<file path="src/rtl/dp_pkg.sv">
package dp_pkg;

	localparam int NUM_SRC = 24;
	localparam int NUM_DST = 23;

	typedef logic [31:0] word_t;
	typedef logic [63:0] wide_t;
	typedef logic [NUM_SRC-1:0] src_mask_t;
	typedef logic [NUM_DST-1:0] dst_mask_t;
	typedef logic [4:0] src_idx_t;

	// source bit positions, R0..R15 are consecutive from SRC_R0.
	localparam src_idx_t SRC_R0 = 5'd0;
	localparam src_idx_t SRC_HI = 5'd16;
	localparam src_idx_t SRC_LO = 5'd17;
	localparam src_idx_t SRC_ZHI = 5'd18;
	localparam src_idx_t SRC_ZLO = 5'd19;
	localparam src_idx_t SRC_PC = 5'd20;
	localparam src_idx_t SRC_MDR = 5'd21;
	localparam src_idx_t SRC_INPORT = 5'd22;
	localparam src_idx_t SRC_C = 5'd23;

	// destination load enables.
	localparam int DST_R0 = 0;
	localparam int DST_HI = 16;
	localparam int DST_LO = 17;
	localparam int DST_PC = 18;
	localparam int DST_MDR = 19;
	localparam int DST_Y = 20;
	localparam int DST_Z = 21;
	localparam int DST_OUTPORT = 22;

	typedef enum logic [3:0] {
		ADD = 4'd0,
		SUB = 4'd1,
		AND = 4'd2,
		OR  = 4'd3,
		SHL = 4'd4,
		SHR = 4'd5,
		ROL = 4'd6,
		ROR = 4'd7,
		MUL = 4'd8,
		DIV = 4'd9,
		NEG = 4'd10,
		NOT = 4'd11
	} alu_op_e;

	typedef struct packed {
		src_mask_t src;
		dst_mask_t dst;
		alu_op_e op;
		logic [15:0] imm;
	} micro_op_t;

	typedef struct packed {
		word_t [15:0] r;
		word_t hi;
		word_t lo;
		wide_t z;
		word_t pc;
		word_t mdr;
		word_t inport;
	} bank_out_t;

endpackage

</file>
<file path="src/rtl/bus_mux.sv">
module bus_mux
(
	input  dp_pkg::src_mask_t   sel,
	input  dp_pkg::bank_out_t   regs,
	input  logic [15:0]         imm,
	output dp_pkg::word_t       bus
);

	dp_pkg::src_idx_t idx;
	dp_pkg::src_idx_t r_off;
	dp_pkg::word_t c_ext;
	logic hit;

	assign c_ext = {{16{imm[15]}}, imm};

	// downward scan, so the lowest set bit wins.
	always_comb
	begin
		idx = '0;
		hit = 1'b0;
		for (int i = dp_pkg::NUM_SRC - 1; i >= 0; i--)
		begin
			if (sel[i])
			begin
				idx = dp_pkg::src_idx_t'(i);
				hit = 1'b1;
			end
		end
	end

	assign r_off = idx - dp_pkg::SRC_R0;

	always_comb
	begin
		if (!hit)
			bus = '0;
		else
		begin
			case (idx)
				dp_pkg::SRC_HI: bus = regs.hi;
				dp_pkg::SRC_LO: bus = regs.lo;
				dp_pkg::SRC_ZHI: bus = regs.z[63:32];
				dp_pkg::SRC_ZLO: bus = regs.z[31:0];
				dp_pkg::SRC_PC: bus = regs.pc;
				dp_pkg::SRC_MDR: bus = regs.mdr;
				dp_pkg::SRC_INPORT: bus = regs.inport;
				dp_pkg::SRC_C: bus = c_ext;
				default: bus = regs.r[r_off[3:0]];
			endcase
		end
	end

endmodule

</file>
<file path="config.mk">
export PLATFORM = sky130hd
export DESIGN_NAME = bus_mux
export DESIGN_NICKNAME = d
export VERILOG_FILES = /design/src/rtl/dp_pkg.sv /design/src/rtl/bus_mux.sv
export SDC_FILE = /design/constraint.sdc
export NUM_CORES = 1
export LEC_CHECK = 0
export BUFFER_PORTS_ARGS = -buffer_cell sky130_fd_sc_hd__buf_2
export CORE_AREA = 2 2 311 313
export DETAILED_ROUTE_END_ITERATION = 8
export DIE_AREA = 0 0 313 315
export SYNTH_ARGS = -nofsm -noshare
export SYNTH_HDL_FRONTEND = slang
export SYNTH_SLANG_ARGS = --single-unit
</file>
<file path="constraint.sdc">
create_clock -name vclk -period 3.27
set_input_delay 0.1635 -clock vclk [all_inputs]
set_output_delay 0.1635 -clock vclk [all_outputs]
set_load 0.02 [all_outputs]
</file>
==> results by group <==
Status
  • Status: finished with violations
  • Failing checks: negative setup slack

Drt
  • Routed wire length: 101.0 mm
  • DRT met1 WL: 41.45 mm
  • Initial DRT Pass Iterations: 5
  • Detail Route Antenna Nets: 0
  • Met2 wire length: 46.98 mm
  • WL met3: 7.715 mm
  • # DRC: 0
  • Via count: 14910
  • 1st-iter DRT viols: 1196
  • DR top layer: met5
  • DR vias/cell: 4.343
  • Avg WL per Cell: 29.41 µm

Synthesis
  • Yosys warns: 0
  • Distinct cells, synth: 60
  • Syn_nets: 1874
  • Post-synthesis mux area share: 8.607%
  • Synthesized area: 6716 µm²
  • Synth Area in Compound Gates: 49.89%
  • Cells after Synth: 1098
  • Largest family of logic cells by synthesized area: compound AO/OA/AOI/OAI gates
  • Avg Cell Area, Syn: 6.117 µm²
  • Post-Synth XOR/XNOR Area: 0%
  • Adder-Cell Fraction of Synth Area: 0%
  • Post-synthesis sequential area ratio: 0%
  • Simple-gate portion of the synthesized area: 31.17%

Worst hold path
  • Hold crit path type: input port to primary output
  • Hold depth: 4
  • Hold Startpoint: regs[122]

Placed design
  • Port Buffer Count: 808
  • GPL Wtd Cong: 0.9481
  • HPWL Detailed: 85.43 mm
  • Cells after DPL: 3344

Layout
  • Layout cell share with drive strength beyond 1: 65.37%
  • Fin nets: 2912
  • Multi-input logic area: 8026 µm²
  • Final non-filler cell total: 3434
  • Fillers: 10840
  • Clk_buf instances: 0
  • Area Growth Syn to Fin: 166.4%
  • Sequential cells: 0
  • FF/Latch Area: 0 µm²

Worst setup path
  • Critical Path Start: sel[12]
  • CP Capture Type: primary output
  • Most frequent CP cell: buf_6
  • Critical path fanouts, max: 7
  • CP Data Required Time: 3.11 ns
  • Crit-path slowest cell: or4_4
  • Crit Path Class: input port to primary output
  • CP peak stage delay: 0.59 ns
  • Crit path DAT: 3.33 ns
  • CP Capture Point: bus[17]
  • Worst Setup Start Kind: input port
  • Worst-path cell chain: buf_6 > or4_4 > o221ai_4 > a21oi_4 > buf_6 > o31ai_4 > buf_12 > buf_4 > nor3_1 > a2111o_1 > o311ai_4 > buf_12 > and4_4 > buf_6

Floorplan
  • Die width: 313 µm
  • Row cnt: 114
  • Io pins: 808
  • Die area: 98600 µm²
  • Initial Util: 7.018%
  • Die Height: 315 µm
  • Core area: 95710 µm²

Power and ir drop
  • Peak VDD IR: 0.06583 mV
  • Static Leakage: 8.276 nW
  • Power per Cell Area: 143.8 nW/µm²

Global routing
  • Pin count of the biggest net entering global routing: 28
  • Number of antenna violations at the first check in global routing: 84
  • Overflow after GRT: 0
  • Vias in the first global route: 14430
  • Total GRT Usage: 18.79%
  • First-pass GRT wire length: 125.7 mm

STA
  • Minimum clock period: 3.495 ns
  • Final Setup Violations: 25
  • Worst rel slew slack: 39.73%
  • Max Fclk: 286.2 MHz
  • Final WS setup: -0.2246 ns
  • Final period util: 106.9%
  • Unrepaired setup endpoints after global routing: yes
  • Hold Vio Cnt, Final: 0
  • Worst-Margin Slew: 0.9019 ns
  • Final setup TNS: -1.941 ns
  • Slew Limit Fails: 0

Clock tree
  • Hold buffers post-CTS: 0

Job
  • Max Cap Viol: 0
worst max-delay path, delay by kind of cell:
family	cells	cell delay, ns
AND/OR/NAND/NOR	3	0.89
buffers and inverters	6	0.89
AO/OA/AOI/OAI	5	1.35
stage by stage:
stage | util [%] | hold WS, ns | power [mW] | cell area (µm²) | setup slack [ns]
detailed placement | 15.29 | 0.8099 | 1.978 | 14630 | -1.174
CTS | 17.38 | 0.8053 | 2.365 | 16640 | -0.2256
global placement | 15.28 | 0.8175 | 1.978 | 14620 | -1.251
global route | 18.67 | 0.8263 | 2.719 | 17860 | -0.2783
floorplan | - | 0.6038 | 0.6601 | 6716 | 0.1531
finish | 18.69 | 0.8062 | 2.572 | 17890 | -0.2246
Yosys cell counts (4+ instances only):
master / instances / area (µm²)
o22ai_1: 31 / 193.9
and4_1: 6 / 52.55
mux2_2: 6 / 67.56
or4_1: 5 / 37.54
clkbuf_1: 79 / 296.5
a311oi_1: 5 / 43.79
nor2_1: 151 / 566.8
nor4_1: 15 / 93.84
o311ai_1: 9 / 78.83
buf_1: 8 / 30.03
o221ai_1: 63 / 551.8
o41ai_1: 15 / 131.4
a21oi_1: 65 / 325.3
a31oi_1: 5 / 31.28
nor3_1: 129 / 645.6
inv_1: 46 / 172.7
a211oi_1: 7 / 52.55
o31a_1: 36 / 315.3
o311a_1: 16 / 160.2
nand3_1: 21 / 105.1
a221o_1: 4 / 40.04
o31ai_1: 34 / 255.2
buf_2: 36 / 180.2
o221a_1: 7 / 78.83
a221oi_1: 7 / 61.31
o221a_2: 16 / 180.2
and3_1: 12 / 75.07
nand2_1: 94 / 352.8
mux2i_1: 51 / 510.5
a2111o_1: 30 / 337.8
o21ai_0: 17 / 85.08
or3_1: 7 / 43.79
a2111oi_0: 23 / 201.4
where the power goes:
part | switching, mW | leakage, nW | internal (mW) | total (mW)
Clock | 0 | 0.000155 | 0.000000956 | 0.000000956
Sequential | 0 | 0 | 0 | 0
Combinational | 1.33 | 8.28 | 1.24 | 2.57
Total | 1.33 | 8.28 | 1.24 | 2.57
logic make-up after synthesis:
kind of cell | Yosys count
and+or+nand+nor | 456
AOI/OAI and AO/OA | 414
buffers and inverters | 171
muxes | 57
worst min-delay path by stage:
stage | end | slack (ns)
CTS | bus[26] | 0.81
global route | bus[26] | 0.83
detailed placement | bus[29] | 0.81
finish | bus[26] | 0.81
global placement | bus[29] | 0.82
floorplan | bus[29] | 0.60
cell type report:
cell class / instances / area share (%)
diodes: 24 / 0.3357
inverters: 46 / 0.9652
multi-input cells: 927 / 44.87
well taps: 1276 / 8.924
repair buffers: 1161 / 44.91
timing repair:
item / in CTS / in global routing
gates cloned: 8 / 5
endpoints found under the setup margin: 32 / 32
buffers inserted: 42 / 27
gates resized for setup: 298 / 164
hold endpoints to repair: 0 / 0
pin swaps: 66 / 78
layer usage:
metal	vias to the layer above	track usage, %
li1	6490	-
met1	7111	23.49
met2	1041	32.22
met3	247	3.809
met4	24	5.872
met5	-	0
layout by cell type (no fill, tap or decap), drive strengths merged, types with 23 or more instances in the layout:
cell type and count:
buf 1153, nor2 152, nor3 130, nand2 95, a21oi 65, o221ai 63
mux2i 51, inv 46, o31a 36, o31ai 35, o22ai 31, a2111o 30
diode 24, a2111oi 24, o221a 23
No activity file was read; power rests on OpenSTA's default activity.
