==> config.mk <==
export PLATFORM = sky130hd
export DESIGN_NAME = wb_micro_port
export DESIGN_NICKNAME = d
export VERILOG_FILES = /design/src/rtl/dp_pkg.sv /design/src/rtl/wb_map_pkg.sv /design/src/rtl/wb_micro_port.sv
export SDC_FILE = /design/constraint.sdc
export NUM_CORES = 1
export LEC_CHECK = 0
export BUFFER_PORTS_ARGS = -buffer_cell sky130_fd_sc_hd__buf_4
export CORE_MARGIN = 3
export CORE_UTILIZATION = 47
export CTS_CLUSTER_SIZE = 24
export DETAILED_ROUTE_END_ITERATION = 6
export GPL_ROUTABILITY_DRIVEN = 0
export GPL_TIMING_DRIVEN = 0
export PLACE_DENSITY_LB_ADDON = 0.2
export SYNTH_ARGS = -nofsm -noshare
export SYNTH_HDL_FRONTEND = slang
export SYNTH_SLANG_ARGS = --single-unit
==> constraint.sdc <==
create_clock -name clk -period 2.9 [get_ports clk]
set_clock_uncertainty 0.2 [all_clocks]
set_input_delay 0.145 -clock clk [delete_from_list [all_inputs] [get_ports clk]]
set_output_delay 0.145 -clock clk [all_outputs]
set_load 0.005 [all_outputs]
==> src/rtl/dp_pkg.sv <==
package dp_pkg;

	localparam int NUM_SRC = 24;
	localparam int NUM_DST = 23;

	typedef logic [31:0] word_t;
	typedef logic [63:0] wide_t;
	typedef logic [NUM_SRC-1:0] src_mask_t;
	typedef logic [NUM_DST-1:0] dst_mask_t;
	typedef logic [4:0] src_idx_t;

	// source bit positions, R0..R15 are consecutive from SRC_R0.
	localparam src_idx_t SRC_R0 = 5'd0;
	localparam src_idx_t SRC_HI = 5'd16;
	localparam src_idx_t SRC_LO = 5'd17;
	localparam src_idx_t SRC_ZHI = 5'd18;
	localparam src_idx_t SRC_ZLO = 5'd19;
	localparam src_idx_t SRC_PC = 5'd20;
	localparam src_idx_t SRC_MDR = 5'd21;
	localparam src_idx_t SRC_INPORT = 5'd22;
	localparam src_idx_t SRC_C = 5'd23;

	// destination load enables.
	localparam int DST_R0 = 0;
	localparam int DST_HI = 16;
	localparam int DST_LO = 17;
	localparam int DST_PC = 18;
	localparam int DST_MDR = 19;
	localparam int DST_Y = 20;
	localparam int DST_Z = 21;
	localparam int DST_OUTPORT = 22;

	typedef enum logic [3:0] {
		ADD = 4'd0,
		SUB = 4'd1,
		AND = 4'd2,
		OR  = 4'd3,
		SHL = 4'd4,
		SHR = 4'd5,
		ROL = 4'd6,
		ROR = 4'd7,
		MUL = 4'd8,
		DIV = 4'd9,
		NEG = 4'd10,
		NOT = 4'd11
	} alu_op_e;

	typedef struct packed {
		src_mask_t src;
		dst_mask_t dst;
		alu_op_e op;
		logic [15:0] imm;
	} micro_op_t;

	typedef struct packed {
		word_t [15:0] r;
		word_t hi;
		word_t lo;
		wide_t z;
		word_t pc;
		word_t mdr;
		word_t inport;
	} bank_out_t;

endpackage

==> src/rtl/wb_map_pkg.sv <==
package wb_map_pkg;

	localparam int WB_AW = 3;

	// word addresses.
	localparam logic [WB_AW-1:0] ADDR_INPORT = 3'd0;
	localparam logic [WB_AW-1:0] ADDR_SRC = 3'd1;
	localparam logic [WB_AW-1:0] ADDR_DST = 3'd2;
	// opcode in [3:0], immediate in [31:16].
	localparam logic [WB_AW-1:0] ADDR_EXEC = 3'd3;
	localparam logic [WB_AW-1:0] ADDR_OUTPORT = 3'd4;
	localparam logic [WB_AW-1:0] ADDR_BUS = 3'd5;

	typedef struct packed {
		logic cyc;
		logic stb;
		logic we;
		logic [WB_AW-1:0] adr;
		dp_pkg::word_t dat;
	} wb_req_t;

endpackage

==> src/rtl/wb_micro_port.sv <==
module wb_micro_port
(
	input  logic                clk,
	input  logic                rst_n,
	input  wb_map_pkg::wb_req_t req,
	input  dp_pkg::word_t       outport,
	input  dp_pkg::word_t       last_bus,
	output logic                ack,
	output dp_pkg::word_t       rdat,
	output dp_pkg::micro_op_t   uop,
	output logic                step,
	output logic                inport_ld,
	output dp_pkg::word_t       inport_val
);

	logic fire;
	logic wr;
	dp_pkg::word_t rd_mux;

	// no back-to-back acks, so a held stb is taken every other cycle.
	assign fire = req.cyc & req.stb & ~ack;
	assign wr = fire & req.we;

	always_comb
	begin
		case (req.adr)
			wb_map_pkg::ADDR_OUTPORT: rd_mux = outport;
			wb_map_pkg::ADDR_BUS: rd_mux = last_bus;
			default: rd_mux = '0;
		endcase
	end

	always_ff @(posedge clk or negedge rst_n)
	begin
		if (!rst_n)
		begin
			ack <= 1'b0;
			step <= 1'b0;
			inport_ld <= 1'b0;
			uop <= '0;
		end
		else
		begin
			ack <= fire;
			step <= wr & (req.adr == wb_map_pkg::ADDR_EXEC);
			inport_ld <= wr & (req.adr == wb_map_pkg::ADDR_INPORT);
			if (wr)
			begin
				case (req.adr)
					wb_map_pkg::ADDR_SRC: uop.src <= req.dat[dp_pkg::NUM_SRC-1:0];
					wb_map_pkg::ADDR_DST: uop.dst <= req.dat[dp_pkg::NUM_DST-1:0];
					wb_map_pkg::ADDR_EXEC:
					begin
						uop.op <= dp_pkg::alu_op_e'(req.dat[3:0]);
						uop.imm <= req.dat[31:16];
					end
					default: ;
				endcase
			end
		end
	end

	// read data lines up with ack.
	always_ff @(posedge clk)
	begin
		if (fire)
		begin
			rdat <= req.we ? '0 : rd_mux;
			inport_val <= req.dat;
		end
	end

endmodule

==> results.json <==
{
  "use_met3_pct": 8.133,
  "seq_area_frac_synth_pct": 71.09,
  "drive_gt1_share_pct": 52.42,
  "path_class": "flip-flop to flip-flop",
  "core_region_area_mm2": 0.01051,
  "finalCriticalPeriod_ps": 2651,
  "avgSynthCellArea_um2": 17.70,
  "fillers": 548,
  "fin_tns_setup_ps": 0,
  "combPwrFrac_pct": 18.0,
  "drv_cap": 0,
  "cts_sinks": 134,
  "dieArea_mm2": 0.01229,
  "layout_common_cells": "buf_4 (237), dlygate4sd3_1 (102), dfrtp_1 (70), edfxtp_1 (64), mux2_4 (40)",
  "power_switching_w": 0.001197,
  "track_usage_pct": 27.26,
  "clk_pin_slew_ps": 60,
  "syn_area_mm2": 0.005167,
  "rsz0062_at_grt": "false",
  "die_h_um": 110.9,
  "cts_made_buffers": 17,
  "crit_end": "uop[19]",
  "timing_hold_violations_final": 0,
  "slew_violations": 0,
  "fp.dieW_um": 110.9,
  "drt_iter0_drc": 219,
  "cp-end-kind": "flip-flop",
  "clkLatencyLatePin_ps": 510,
  "design_area_mm2": 0.008663,
  "reg2reg_depth": 5,
  "vias": 4137,
  "top_usage_layer": "met2",
  "r2r_start": "ack",
  "pin_count": 238,
  "power.share.clock_pct": 37.2,
  "synth_fp_nets": 396,
  "setup_viol": 0,
  "grt_max_degree": 71,
  "crit_arrival_ps": 2850,
  "gr-usage-met1_pct": 28.86,
  "status": "completed",
  "vias_per_cell": 5.178,
  "yosys_warnings": 0,
  "p_leak_nw": 4.085,
  "rows": 37,
  "rrSetupSlack_ps": 250,
  "synth_top_area_share_pct": 37.19,
  "powerDensity_mw_per_mm2": 599.2,
  "max_slew_margin_pct": 36.47,
  "drc": 0,
  "initial_core_util_pct": 49.17,
  "use_met2_pct": 49.84,
  "cts_resized": 0,
  "htreeDepth": 4,
  "ys_types": 17,
  "drt_pre_antenna_iters": 5,
  "final_common_cell": "buf_4",
  "antenna_found_initial": 1,
  "pwr-share-seq_pct": 44.8,
  "total_power_w": 0.005191,
  "p_sw_share_pct": 23.05,
  "detail-route-antenna-nets": 0,
  "tightest_slew_ps": 952.9,
  "cp_data_required_time_ps": 3090,
  "grt_pass1_wl_mm": 25.64,
  "num-nets-final": 753,
  "clock.fmax_mhz": 377.2,
  "hp-class": "primary input to flip-flop",
  "first_global_vias": 4611,
  "place_area_mm2": 0.007109,
  "worstPathMaxFanout": 69,
  "netlist_top_cells_area": "edfxtp_1 (37%), dfrtp_1 (34%), mux2_4 (12%)",
  "port-buffer-count": 236,
  "synth_top_area_cell": "edfxtp_1",
  "period_share_pct": 91.42,
  "area_delta_synth_final_pct": 67.65,
  "synth-seq-cells": 134,
  "drt-total-wl_mm": 16.47,
  "clockRootBuffer": "clkbuf_8",
  "synth_cells": 292,
  "vdd_ir_drop_max_v": 0.0004812,
  "clock_path_buffers": 2,
  "critPathLaunchType": "flip-flop",
  "cp-startpoint": "ack",
  "place_hpwl_mm": 9.181,
  "worstReg2RegEnd": "uop[19]",
  "grt.overflow.total": 0,
  "p_int_w": 0.003994,
  "wl_per_cell_um": 20.62,
  "cts_tree": "done"
}
[state kept, by name (all words and copies together) (netlist names)]
name and cells:
uop 67, rdat 32, step 1, inport_val 32
inport_ld 1, ack 1
[layer usage]
| metal | routed length [um] | up-vias |
|---|---|---|
| met4 | 614 | 0 |
| li1 | - | 1807 |
| met3 | 1134 | 48 |
| met2 | 8982 | 242 |
| met5 | 0 | - |
| met1 | 5741 | 2040 |
[critical path: stages, from the launching register on]
cell and delay, ps:
dfrtp_1 400, and3b_1 230, buf_4 730, and4_4 390, buf_6 180, mux2_2 360
[worst min-delay path by stage]
stage / cells after the start / startpoint / slack (ps) / endpoint
2_1_floorplan: 0 / rst_n / -350 / ack
3_3_place_gp: 1 / rst_n / 130 / uop[48]
3_5_place_dp: 1 / rst_n / 130 / uop[48]
4_1_cts: 3 / req[35] / 20 / rdat[26]
5_1_grt: 4 / req[34] / 70 / uop[20]
6_report: 4 / req[34] / 80 / uop[20]
[synthesized netlist by cell type]
master,count
dfrtp_1,70
edfxtp_1,64
mux2_4,40
a22oi_1,32
nor2_1,32
mux2_2,27
clkbuf_1,7
buf_6,6
buf_2,4
and3b_1,2
nand4b_4,2
and2b_4,1
and4_4,1
buf_4,1
nand2_1,1
nor3_1,1
nor3b_2,1
[per-stage QoR]
| stage | worst slack (ps) | std cells | util [%] | hold slack, ps |
|---|---|---|---|---|
| floorplan | 655.3 | 292 | - | -350.6 |
| global placement | 331.1 | 664 | 67.65 | 127.1 |
| detailed placement | 296.2 | 664 | 67.65 | 127.6 |
| CTS | 260.6 | 798 | 82.41 | 20.87 |
| global route | 127.4 | 799 | 82.44 | 68.03 |
| finish | 248.7 | 799 | 82.44 | 75.09 |
[power by group through the flow]
| stage | clock (W) | combinational (W) | sequential [W] |
|---|---|---|---|
| after detailed placement | 0 | 0.000810 | 0.00235 |
| after CTS | 0.00195 | 0.000919 | 0.00232 |
| after global placement | 0 | 0.000790 | 0.00234 |
| after floorplan | 0 | 0.000267 | 0.00235 |
| final | 0.00193 | 0.000933 | 0.00233 |
| after global routing | 0.00205 | 0.000993 | 0.00235 |
[layout make-up]
cell class              count  area [um^2]  share of cell area (%)
diodes                      1        2.502                 0.02889
plain buffers              18        121.4                   1.401
clock buffers              23        456.7                   5.272
clock inverters             9        73.82                  0.8521
multi-input cells         140         1373                   15.84
flip-flops and latches    134         3674                   42.40
well taps                 136        170.2                   1.964
repair buffers            338         2793                   32.24
[cell families (layout without fill, tap and decap cells)]
logic type,after synthesis,count (layout),share of synthesized area (%)
flops,134,134,71.09
mux,67,67,17.51
compound gates,32,32,4.649
other cells,0,1,0
buf+inv,18,388,2.349
simple gates,41,41,4.407
[repair_timing]
item	CTS	global route
setup buffers	0	0
hold buffers	102	0
hold endpoints to repair	203	0
Power figures use the tool's default switching activity.
